**src/design/mini51_pkg.sv**
```systemverilog
package mini51_pkg;

   // uart bit timing, kept short for simulation
   localparam int BIT_CYCLES = 16;
   localparam int BIT_HALF   = BIT_CYCLES / 2;
   localparam int BIT_CNT_W  = $clog2(BIT_CYCLES);
   localparam int LOAD_BYTES = 64;

   localparam int CODE_AW = 10;

   localparam logic [5:0]  REG_BANK_BASE = 6'h3f;   // bank 0 at the top of the reg space
   localparam logic [15:0] STATUS_ADDR   = 16'h0200;
   localparam logic [15:0] TX_ADDR       = 16'h0201;

   //////////////////////////////
   // opcodes, 8051 encodings

   localparam logic [7:0] OP_LJMP    = 8'h02;
   localparam logic [7:0] OP_INC_A   = 8'h04;
   localparam logic [7:0] OP_DEC_A   = 8'h14;
   localparam logic [7:0] OP_ADD_I   = 8'h24;
   localparam logic [7:0] OP_JC      = 8'h40;
   localparam logic [7:0] OP_ORL_I   = 8'h44;
   localparam logic [7:0] OP_JNC     = 8'h50;
   localparam logic [7:0] OP_ANL_I   = 8'h54;
   localparam logic [7:0] OP_JZ      = 8'h60;
   localparam logic [7:0] OP_XRL_I   = 8'h64;
   localparam logic [7:0] OP_JNZ     = 8'h70;
   localparam logic [7:0] OP_MOV_AI  = 8'h74;
   localparam logic [7:0] OP_MOV_RI  = 8'h78;   // + r
   localparam logic [7:0] OP_SJMP    = 8'h80;
   localparam logic [7:0] OP_MOV_DP  = 8'h90;
   localparam logic [7:0] OP_SUBB_I  = 8'h94;
   localparam logic [7:0] OP_CLR_C   = 8'hc3;
   localparam logic [7:0] OP_SETB_C  = 8'hd3;
   localparam logic [7:0] OP_DJNZ_R  = 8'hd8;   // + r
   localparam logic [7:0] OP_MOVX_AD = 8'he0;
   localparam logic [7:0] OP_CLR_A   = 8'he4;
   localparam logic [7:0] OP_MOV_AR  = 8'he8;   // + r
   localparam logic [7:0] OP_MOVX_DA = 8'hf0;
   localparam logic [7:0] OP_CPL_A   = 8'hf4;
   localparam logic [7:0] OP_MOV_RA  = 8'hf8;   // + r

   typedef enum logic [2:0] {
      ST_FETCH   = 3'd0,
      ST_DECODE0 = 3'd1,
      ST_DECODE1 = 3'd2,
      ST_DECODE2 = 3'd3,
      ST_EXECUTE = 3'd4
   } cpu_state_e;

   typedef enum logic [1:0] {RX_IDLE, RX_START, RX_DATA, RX_STOP} rx_state_e;
   typedef enum logic [1:0] {TX_IDLE, TX_START, TX_SEND} tx_state_e;

   typedef struct packed {
      cpu_state_e state;
      logic [7:0] op;
      logic [7:0] h_data;
      logic [7:0] l_data;
   } instr_t;

   typedef struct packed {
      logic acc_zero;
      logic carry;
      logic reg_nonzero_after_dec;
   } dp_flags_t;

   typedef struct packed {
      logic       wr;
      logic [2:0] addr;
      logic [7:0] wdata;
   } reg_port_t;

   // register forms carry r in the low three bits
   function automatic logic op_reg_form(input logic [7:0] op, input logic [7:0] base);
      return op[7:3] == base[7:3];
   endfunction

   function automatic logic [1:0] op_bytes(input logic [7:0] op);
      if (op == OP_LJMP || op == OP_MOV_DP) begin
         return 2'd3;
      end
      if (op inside {OP_MOV_AI, OP_ADD_I, OP_SUBB_I, OP_ANL_I, OP_ORL_I, OP_XRL_I,
                     OP_SJMP, OP_JZ, OP_JNZ, OP_JC, OP_JNC} ||
          op_reg_form(op, OP_MOV_RI) || op_reg_form(op, OP_DJNZ_R)) begin
         return 2'd2;
      end
      return 2'd1;
   endfunction

endpackage

```
**src/design/cpu_datapath.sv**
```systemverilog
`timescale 1ns/1ns

module cpu_datapath import mini51_pkg::*; (
   input  logic       i_clk,
   input  logic       i_nrst,
   input  instr_t     i_instr,
   input  logic [7:0] i_code_data,
   input  logic [7:0] i_reg_rdata,
   input  logic       i_tx_busy,
   output dp_flags_t  o_flags,
   output reg_port_t  o_reg,
   output logic [2:0] o_reg_raddr,
   output logic       o_tx_start,
   output logic [7:0] o_tx_byte
);

   logic [7:0]  op;
   logic [7:0]  imm;
   logic        exec;
   logic [7:0]  acc;
   logic [7:0]  acc_next;
   logic        acc_wr;
   logic        carry;
   logic        carry_next;
   logic        carry_wr;
   logic [15:0] dptr;
   logic [8:0]  add_res;
   logic [8:0]  sub_res;
   logic [7:0]  reg_dec;
   logic        status_bit;
   logic        is_mov_ra;
   logic        is_mov_ri;
   logic        is_mov_ar;
   logic        is_djnz;

   assign op   = i_instr.op;
   assign imm  = i_instr.h_data;
   assign exec = (i_instr.state == ST_EXECUTE);

   assign is_mov_ra = op_reg_form(op, OP_MOV_RA);
   assign is_mov_ri = op_reg_form(op, OP_MOV_RI);
   assign is_mov_ar = op_reg_form(op, OP_MOV_AR);
   assign is_djnz   = op_reg_form(op, OP_DJNZ_R);

   //////////////////////////////
   // alu

   assign add_res    = {1'b0, acc} + {1'b0, imm};
   assign sub_res    = {1'b0, acc} - {1'b0, imm} - {8'd0, carry};   // borrow out in bit 8
   assign status_bit = (dptr == STATUS_ADDR) & i_tx_busy;

   always_comb begin
      acc_wr = 1'b1;
      case (op)
         OP_MOV_AI:  acc_next = imm;
         OP_ADD_I:   acc_next = add_res[7:0];
         OP_SUBB_I:  acc_next = sub_res[7:0];
         OP_ANL_I:   acc_next = acc & imm;
         OP_ORL_I:   acc_next = acc | imm;
         OP_XRL_I:   acc_next = acc ^ imm;
         OP_INC_A:   acc_next = acc + 8'd1;
         OP_DEC_A:   acc_next = acc - 8'd1;
         OP_CLR_A:   acc_next = 8'd0;
         OP_CPL_A:   acc_next = ~acc;
         OP_MOVX_AD: acc_next = {7'd0, status_bit};   // any other address reads 0
         default: begin
            acc_next = i_reg_rdata;
            acc_wr   = is_mov_ar;
         end
      endcase
   end

   always_comb begin
      carry_wr = 1'b1;
      case (op)
         OP_ADD_I:  carry_next = add_res[8];
         OP_SUBB_I: carry_next = sub_res[8];
         OP_CLR_C:  carry_next = 1'b0;
         OP_SETB_C: carry_next = 1'b1;
         default: begin
            carry_next = carry;
            carry_wr   = 1'b0;
         end
      endcase
   end

   always_ff @(posedge i_clk or negedge i_nrst) begin
      if (!i_nrst) begin
         acc   <= 8'd0;
         carry <= 1'b0;
      end else if (exec) begin
         if (acc_wr) acc <= acc_next;
         if (carry_wr) carry <= carry_next;
      end
   end

   // dpl still on the code bus in decode2 while dph is already latched
   always_ff @(posedge i_clk or negedge i_nrst) begin
      if (!i_nrst) begin
         dptr <= 16'd0;
      end else if (i_instr.state == ST_DECODE2 && op == OP_MOV_DP) begin
         dptr <= {imm, i_code_data};
      end
   end

   //////////////////////////////
   // register file and uart

   assign reg_dec     = i_reg_rdata - 8'd1;
   assign o_reg_raddr = op[2:0];

   assign o_reg.wr    = exec & (is_mov_ra | is_mov_ri | is_djnz);
   assign o_reg.addr  = op[2:0];
   assign o_reg.wdata = is_mov_ra ? acc :
                        is_mov_ri ? imm : reg_dec;   // djnz

   assign o_flags.acc_zero              = (acc == 8'd0);
   assign o_flags.carry                 = carry;
   assign o_flags.reg_nonzero_after_dec = (reg_dec != 8'd0);

   assign o_tx_start = exec & (op == OP_MOVX_DA) & (dptr == TX_ADDR);
   assign o_tx_byte  = acc;

   // execute lasts one cycle so start is a single pulse
   a_tx_pulse: assert property (@(posedge i_clk) disable iff (!i_nrst)
      o_tx_start |=> !o_tx_start);

endmodule

```
**src/design/cpu_pc.sv**
```systemverilog
`timescale 1ns/1ns

module cpu_pc import mini51_pkg::*; (
   input  logic               i_clk,
   input  logic               i_nrst,
   input  instr_t             i_instr,
   input  dp_flags_t          i_flags,
   input  logic [7:0]         i_code_data,
   input  logic               i_boot_done,
   output logic [CODE_AW-1:0] o_pc
);

   logic [1:0]         len;
   logic               exec;
   logic               inc;
   logic               taken;
   logic [15:0]        target;
   logic [CODE_AW-1:0] rel;
   logic [CODE_AW-1:0] pc_next;

   assign exec = (i_instr.state == ST_EXECUTE);

   // the opcode is not latched yet in decode0
   assign len = (i_instr.state == ST_DECODE0) ? op_bytes(i_code_data) : op_bytes(i_instr.op);

   // one step per byte consumed, execute sees the next instruction address
   assign inc = ((i_instr.state == ST_FETCH)   & i_boot_done) |
                ((i_instr.state == ST_DECODE0) & (len != 2'd1)) |
                ((i_instr.state == ST_DECODE1) & (len == 2'd3));

   assign taken = exec & (
      (i_instr.op == OP_SJMP) |
      ((i_instr.op == OP_JZ)  &  i_flags.acc_zero) |
      ((i_instr.op == OP_JNZ) & ~i_flags.acc_zero) |
      ((i_instr.op == OP_JC)  &  i_flags.carry) |
      ((i_instr.op == OP_JNC) & ~i_flags.carry) |
      (op_reg_form(i_instr.op, OP_DJNZ_R) & i_flags.reg_nonzero_after_dec));

   assign target = {i_instr.h_data, i_instr.l_data};
   assign rel    = {{(CODE_AW - 8){i_instr.h_data[7]}}, i_instr.h_data};   // sign extend

   assign pc_next = (exec && i_instr.op == OP_LJMP) ? target[CODE_AW-1:0] :
                    taken                           ? o_pc + rel :
                    inc                             ? o_pc + 1'b1 : o_pc;

   always_ff @(posedge i_clk or negedge i_nrst) begin
      if (!i_nrst) begin
         o_pc <= '0;
      end else begin
         o_pc <= pc_next;
      end
   end

endmodule

```
**src/design/cpu_sequencer.sv**
```systemverilog
`timescale 1ns/1ns

module cpu_sequencer import mini51_pkg::*; (
   input  logic       i_clk,
   input  logic       i_nrst,
   input  logic       i_boot_done,
   input  logic [7:0] i_code_data,
   output instr_t     o_instr
);

   cpu_state_e state;
   cpu_state_e state_next;
   logic [7:0] op_q;
   logic [7:0] h_q;
   logic [7:0] l_q;

   //////////////////////////////
   // state sequence

   // instruction length picks the number of decode states
   always_comb begin
      state_next = state;
      case (state)
         ST_FETCH: begin
            if (i_boot_done) state_next = ST_DECODE0;
         end
         ST_DECODE0: begin
            // opcode is only on the code bus in this state
            if (op_bytes(i_code_data) == 2'd1) begin
               state_next = ST_EXECUTE;
            end else begin
               state_next = ST_DECODE1;
            end
         end
         ST_DECODE1: begin
            if (op_bytes(op_q) == 2'd3) begin
               state_next = ST_DECODE2;
            end else begin
               state_next = ST_EXECUTE;
            end
         end
         ST_DECODE2: state_next = ST_EXECUTE;
         default:    state_next = ST_FETCH;
      endcase
   end

   always_ff @(posedge i_clk or negedge i_nrst) begin
      if (!i_nrst) begin
         state <= ST_FETCH;
      end else begin
         state <= state_next;
      end
   end

   //////////////////////////////
   // opcode and operand capture

   always_ff @(posedge i_clk) begin
      case (state)
         ST_DECODE0: op_q <= i_code_data;
         ST_DECODE1: h_q  <= i_code_data;   // imm, rel or high address byte
         ST_DECODE2: l_q  <= i_code_data;
         default: ;
      endcase
   end

   assign o_instr.state  = state;
   assign o_instr.op     = op_q;
   assign o_instr.h_data = h_q;
   assign o_instr.l_data = l_q;

   // core only runs once the loader has finished
   a_run_after_boot: assert property (@(posedge i_clk) disable iff (!i_nrst)
      (state != ST_FETCH) |-> i_boot_done);

endmodule

```
**src/design/mini51_top.sv**
```systemverilog
`timescale 1ns/1ns

module mini51_top import mini51_pkg::*; (
   input  logic               i_clk,
   input  logic               i_nrst,
   input  logic               i_uart_rx,
   input  logic [7:0]         i_code_data,
   input  logic [7:0]         i_reg_rdata,
   output logic               o_uart_tx,
   output logic               o_code_wr,
   output logic [CODE_AW-1:0] o_code_addr,
   output logic [7:0]         o_code_data,
   output logic               o_reg_wr,
   output logic [8:0]         o_reg_waddr,
   output logic [8:0]         o_reg_raddr,
   output logic [7:0]         o_reg_wdata
);

   logic               boot_done;
   logic [CODE_AW-1:0] ld_addr;
   instr_t             instr;
   dp_flags_t          flags;
   reg_port_t          reg_port;
   logic [2:0]         reg_raddr;
   logic               tx_start;
   logic [7:0]         tx_byte;
   logic               tx_busy;
   logic [CODE_AW-1:0] pc;

   uart_boot_loader loader_i (
      .i_clk(i_clk), .i_nrst(i_nrst), .i_uart_rx(i_uart_rx),
      .o_code_wr(o_code_wr), .o_code_waddr(ld_addr), .o_code_wdata(o_code_data),
      .o_boot_done(boot_done));

   cpu_sequencer seq_i (
      .i_clk(i_clk), .i_nrst(i_nrst), .i_boot_done(boot_done),
      .i_code_data(i_code_data), .o_instr(instr));

   cpu_datapath dp_i (
      .i_clk(i_clk), .i_nrst(i_nrst), .i_instr(instr), .i_code_data(i_code_data),
      .i_reg_rdata(i_reg_rdata), .i_tx_busy(tx_busy), .o_flags(flags), .o_reg(reg_port),
      .o_reg_raddr(reg_raddr), .o_tx_start(tx_start), .o_tx_byte(tx_byte));

   cpu_pc pc_i (
      .i_clk(i_clk), .i_nrst(i_nrst), .i_instr(instr), .i_flags(flags),
      .i_code_data(i_code_data), .i_boot_done(boot_done), .o_pc(pc));

   uart_tx tx_i (
      .i_clk(i_clk), .i_nrst(i_nrst), .i_start(tx_start), .i_byte(tx_byte),
      .o_busy(tx_busy), .o_tx(o_uart_tx));

   assign o_code_addr = boot_done ? pc : ld_addr;   // loader owns the bus until boot done

   assign o_reg_wr    = reg_port.wr;
   assign o_reg_waddr = {REG_BANK_BASE, reg_port.addr};
   assign o_reg_raddr = {REG_BANK_BASE, reg_raddr};
   assign o_reg_wdata = reg_port.wdata;

endmodule

```
**src/design/uart_boot_loader.sv**
```systemverilog
`timescale 1ns/1ns

module uart_boot_loader import mini51_pkg::*; (
   input  logic               i_clk,
   input  logic               i_nrst,
   input  logic               i_uart_rx,
   output logic               o_code_wr,
   output logic [CODE_AW-1:0] o_code_waddr,
   output logic [7:0]         o_code_wdata,
   output logic               o_boot_done
);

   logic [1:0]           rx_sync;
   logic                 rx;
   rx_state_e            state;
   logic [BIT_CNT_W-1:0] cnt;
   logic                 half_tick;
   logic                 full_tick;
   logic                 byte_done;
   logic [7:0]           shreg;
   logic [CODE_AW-1:0]   byte_cnt;

   always_ff @(posedge i_clk or negedge i_nrst) begin
      if (!i_nrst) begin
         rx_sync <= 2'b11;   // idle line
      end else begin
         rx_sync <= {rx_sync[0], i_uart_rx};
      end
   end

   assign rx        = rx_sync[1];
   assign half_tick = (cnt == BIT_CNT_W'(BIT_HALF - 1));
   assign full_tick = (cnt == BIT_CNT_W'(BIT_CYCLES - 1));
   assign byte_done = (state == RX_STOP) && full_tick;

   //////////////////////////////
   // receive fsm

   always_ff @(posedge i_clk or negedge i_nrst) begin
      if (!i_nrst) begin
         state <= RX_IDLE;
         cnt   <= '0;
      end else begin
         cnt <= cnt + 1'b1;
         case (state)
            RX_IDLE: begin
               cnt <= '0;
               if (!rx) state <= RX_START;
            end
            RX_START: begin
               if (half_tick) begin
                  cnt   <= '0;
                  state <= rx ? RX_IDLE : RX_DATA;   // false start if high again at mid bit
               end
            end
            RX_DATA: begin
               if (full_tick) begin
                  cnt <= '0;
                  if (shreg[0]) state <= RX_STOP;
               end
            end
            RX_STOP: begin
               if (full_tick) state <= RX_IDLE;
            end
         endcase
      end
   end

   // lsb first with a marker bit that falls out after the eighth sample
   always_ff @(posedge i_clk) begin
      if (state == RX_START && half_tick) begin
         shreg <= 8'h80;
      end else if (state == RX_DATA && full_tick) begin
         shreg <= {rx, shreg[7:1]};
      end
   end

   always_ff @(posedge i_clk or negedge i_nrst) begin
      if (!i_nrst) begin
         byte_cnt    <= '0;
         o_boot_done <= 1'b0;
      end else if (byte_done && !o_boot_done) begin
         byte_cnt <= byte_cnt + 1'b1;
         if (byte_cnt == CODE_AW'(LOAD_BYTES - 1)) o_boot_done <= 1'b1;
      end
   end

   assign o_code_wr    = byte_done & ~o_boot_done;   // late bytes dropped
   assign o_code_waddr = byte_cnt;
   assign o_code_wdata = shreg;

   // no write lands past the loaded area
   a_wr_in_range: assert property (@(posedge i_clk) disable iff (!i_nrst)
      o_code_wr |-> (o_code_waddr < CODE_AW'(LOAD_BYTES)));

endmodule

```
**src/design/uart_tx.sv**
```systemverilog
`timescale 1ns/1ns

module uart_tx import mini51_pkg::*; (
   input  logic       i_clk,
   input  logic       i_nrst,
   input  logic       i_start,
   input  logic [7:0] i_byte,
   output logic       o_busy,
   output logic       o_tx
);

   tx_state_e            state;
   logic [BIT_CNT_W-1:0] cnt;
   logic [3:0]           bit_cnt;
   logic [8:0]           sh;       // start bit on top, then data msb first
   logic                 tick;

   assign tick = (cnt == BIT_CNT_W'(BIT_CYCLES - 1));

   always_ff @(posedge i_clk or negedge i_nrst) begin
      if (!i_nrst) begin
         state   <= TX_IDLE;
         cnt     <= '0;
         bit_cnt <= '0;
      end else begin
         cnt <= tick ? '0 : cnt + 1'b1;
         case (state)
            TX_IDLE: begin
               cnt     <= '0;
               bit_cnt <= '0;
               if (i_start) state <= TX_START;   // a start while busy is simply lost
            end
            TX_START: begin
               if (tick) state <= TX_SEND;
            end
            default: begin
               if (tick) begin
                  bit_cnt <= bit_cnt + 1'b1;
                  if (bit_cnt == 4'd8) state <= TX_IDLE;   // 8 data + stop
               end
            end
         endcase
      end
   end

   // ones shift in behind the data, giving stop bit and idle level
   always_ff @(posedge i_clk or negedge i_nrst) begin
      if (!i_nrst) begin
         sh <= '1;
      end else if (state == TX_IDLE && i_start) begin
         sh <= {1'b0, i_byte};
      end else if (state != TX_IDLE && tick) begin
         sh <= {sh[7:0], 1'b1};
      end
   end

   assign o_tx   = sh[8];
   assign o_busy = (state != TX_IDLE);

   a_idle_high: assert property (@(posedge i_clk) disable iff (!i_nrst)
      (state == TX_IDLE) |-> o_tx);

endmodule

```
**config.mk**
```make
export PLATFORM = sky130hd
export DESIGN_NAME = mini51_top
export DESIGN_NICKNAME = d
export VERILOG_FILES = /design/src/design/mini51_pkg.sv /design/src/design/cpu_datapath.sv /design/src/design/cpu_pc.sv /design/src/design/cpu_sequencer.sv /design/src/design/mini51_top.sv /design/src/design/uart_boot_loader.sv /design/src/design/uart_tx.sv
export SDC_FILE = /design/constraint.sdc
export NUM_CORES = 1
export LEC_CHECK = 0
export BUFFER_PORTS_ARGS = -buffer_cell sky130_fd_sc_hd__buf_4
export CAP_MARGIN = 10
export CORE_MARGIN = 2
export CORE_UTILIZATION = 55
export CTS_BUF_LIST = sky130_fd_sc_hd__clkbuf_2
export CTS_CLUSTER_DIAMETER = 60
export DETAILED_ROUTE_END_ITERATION = 12
export GPL_TIMING_DRIVEN = 0
export HOLD_SLACK_MARGIN = 0.1
export PLACE_DENSITY = 0.8
export SETUP_SLACK_MARGIN = 0.15
export SYNTH_ARGS = -nofsm -noshare
export SYNTH_HDL_FRONTEND = slang
export SYNTH_SLANG_ARGS = --single-unit
```
**constraint.sdc**
```tcl
create_clock -name i_clk -period 3.71 [get_ports i_clk]
set_clock_uncertainty 0.2 [all_clocks]
set_input_delay 0.371 -clock i_clk [delete_from_list [all_inputs] [get_ports i_clk]]
set_output_delay 0.371 -clock i_clk [all_outputs]
set_load 0.05 [all_outputs]
```
==> run metrics <==
run status finished clean; global route total overflow 0; share of synthesized area occupied by flip-flops and latches 38.9%; minimum setup slack in the final design 0.0351 ns; Static Leak 3.70 nW; clock insertion delay at the later pin of the skew report 0.61 ns; Post-Layout Cell Count 1,053; via count of the first global-routing pass 6,126; Final GP Congestion 0.992; placed cell count 994; Max stage delay cell, worst path edfxtp_1; worst slew margin relative to its limit 25.9%; Tightest Pin Transition 1.11 ns; Final Core Density 67.0%; number of synthesized flops with an enable pin 24; cells along the critical path nor4_4 > nor4b_2 > a31oi_1 > o22ai_2 > buf_6 > nand2_4 > inv_4 > ha_4 > a21o_1 > a211oi_2 > nor2_2 > o41ai_4 > o21ai_2 > a21o_1 > a211o_1 > o2111ai_1; biggest area consumer among synthesized cells dfrtp_1; area added between synthesis and finish 18.2%; detailed-route wire length 18,900 um; number of buffer cells added on primary ports 53; fillers 974; portion of synthesized cell area occupied by the leading cell type 22.6%; Clock transition at path regs 0.28 ns; CTS tree yes; final worst path period share 99.1%; Data arrival, critical path 4.03 ns; total via count in the routed design 6,254; largest net degree at the start of global routing 77; via density per instance 5.94; first-pass GRT wire length 30,700 um; Cells after Synth 758; post-route ant nets 0; CP Data Required Time 4.07 ns; Horiz. Die Dim 118 um; Min-Delay Path Class flip-flop to flip-flop; number of antenna violations at the first check in global routing 0; finished layout cell area 8490 um^2; post-layout min period 3.67 ns; P per Cell Area 289 nW/um^2; Yosys cell types 70; critical path class flip-flop to flip-flop; Detailed Place HPWL 13,500 um; routed len/inst 18.0 um; Placement Rows 41; number of warnings reported in the yosys synthesis log 0; max-slew violation count 0; CTS sink count 108; 1st-iter DRT viols 621; number of levels in the clock H-tree 3; total track usage 27.4%; initial core utilization 56.7%; most instantiated cells after synthesis nand2_1, dfrtp_1, ha_1, nor2_1, inv_1; final number of hold-violating endpoints 0; Maximum Capacitance Violations 0; area inside the core boundary 12,700 um^2; ratio of cells with drive above 1 in the final layout 23.0%; Avg Inst Size Synth 9.48 um^2; VDD IR-drop max 0.261 mV; pre-CTS setup slack -0.359 ns; flop and latch count out of synthesis 108; type of origin of the critical path flip-flop; area enclosed by the die boundary 14,000 um^2; share of synthesized registers carrying an async set or reset 70.4%; maximum clock frequency 0.272 GHz; count of final setup violators 0; number of buffers created by CTS 9; cell seen most often among critical-path stages a21o_1; Die Height 118 um; layout net count 952; Pwr Total 0.00245 W; predominant post-synthesis flop cell dfrtp_1; max incr delay on CP 0.55 ns; Max Root-Sink Buffers 2; top cells by area, synth dfrtp_1, edfxtp_1, ha_1, nand2_1, dfstp_2; antenna diode instance count 0; post-synth design cell area 7190 um^2; most instantiated library cell after synthesis nand2_1; boundary pin count 66; category of the worst setup path capture point flip-flop; root buffer selected by CTS clkbuf_2; DR pass1 iterations 5; dpl cell area 7860 um^2; setup repair after global routing missed its margin true; DRC violation count after routing 0; critical path fanouts, max 5
-- sequential cells by signal, summed over array words and instances (netlist names), 3 cells and up, named ones only --
signal,cells
loader_i.o_code_waddr,10
tx_i.bit_cnt,4
loader_i.cnt,4
dp_i.o_tx_byte,8
seq_i.h_q,8
seq_i.l_q,8
tx_i.sh,9
tx_i.cnt,4
seq_i.state,3
seq_i.op_q,8
pc_i.o_pc,10
loader_i.o_code_wdata,8
dp_i.dptr,16
-- worst max-delay path, delay by kind of cell (launching register included) --
family,cells,cell delay (ns)
AO/OA/AOI/OAI,9,1.72
adder cells (fa/ha/maj),1,0.18
buffers and inverters,2,0.24
flip-flops,1,0.55
AND/OR/NAND/NOR,4,0.74
-- power breakdown --
| part | internal (W) | leakage [nW] | switching, W |
|---|---|---|---|
| Combinational | 0.000183 | 2.42 | 0.000308 |
| Clock | 0.000227 | 0.0842 | 0.000388 |
| Sequential | 0.00128 | 1.20 | 0.0000655 |
-- area by class of cell --
type                    count  area (um^2)  share of cell area (%)
multi-input cells         569         4120                    48.5
repair buffers             96          766                    9.01
flip-flops and latches    108         2800                    33.0
plain buffers              46          282                    3.31
clock buffers              10         50.0                   0.589
well taps                 172          215                    2.53
clock inverters             6         87.6                    1.03
inverters                  46          175                    2.06
-- cells in the final DEF, fill, tap and decap left out, drive strengths merged, types with 18 or more instances in the layout --
cell type and n:
buf 110, nand2 88, dfrtp 65, ha 52
inv 48, nor2 47, o21ai 47, a21oi 42
xnor2 29, edfxtp 24, clkbuf 24, mux2 22
nand3 21, a22oi 19, dlygate4sd3 18
-- routing by layer --
layer / part of all wire, % / GRT usage [%] / vias to the layer above / routed length [um]
met1: 41 / 36.8 / 3002 / 7860
met4: 3.0 / 9.86 / 0 / 565
met5: 0 / 0 / - / 0
met3: 8.4 / 5.74 / 45 / 1600
met2: 47 / 44.0 / 286 / 8920
li1: - / - / 2921 / -
-- through the flow --
step / hold slack (ns) / TNS (ns)
after detailed placement: 0.151 / -0.988
after floorplan: -0.125 / 0
after global routing: 0.103 / -0.0969
after CTS: 0.137 / 0
after global placement: 0.146 / -0.366
final: 0.179 / 0
-- cell families after synthesis --
| kind of cell | count (synthesis) | share of synthesized area [%] |
|---|---|---|
| buffers and inverters | 92 | 6.20 |
| muxes | 29 | 5.47 |
| other | 1 | 0.0522 |
| AOI/OAI and AO/OA | 174 | 15.6 |
| xor gates and xnor gates | 44 | 5.36 |
| and+or+nand+nor | 253 | 17.9 |
| DFF | 108 | 38.9 |
| adders and majority gates | 57 | 10.4 |
-- path summary, 6_finish.rpt --
kind,startpoint,end,slack (ns),cells past startpoint
max in group asynchronous,i_nrst,dp_i.o_tx_byte[4],2.42,2
min in group asynchronous,i_nrst,async pin,0.19,2
max,seq_i.op_q[1],pc_i.o_pc[9],0.04,16
min,loader_i.rx_sync[0],loader_i.rx_sync[1],0.18,0
min reg2reg,loader_i.rx_sync[0],loader_i.rx_sync[1],0.18,0
max reg2reg,seq_i.op_q[1],pc_i.o_pc[9],0.04,16
-- repair_timing --
action | 4_1_cts | 5_1_grt
pin swaps | 11 | 18
endpoints found under the setup margin | 9 | 16
setup buffers | 11 | 14
hold buffers | 18 | 0
resized for setup | 14 | 23
endpoints found under the hold margin | 108 | 0
Power figures use the tool's default switching activity.
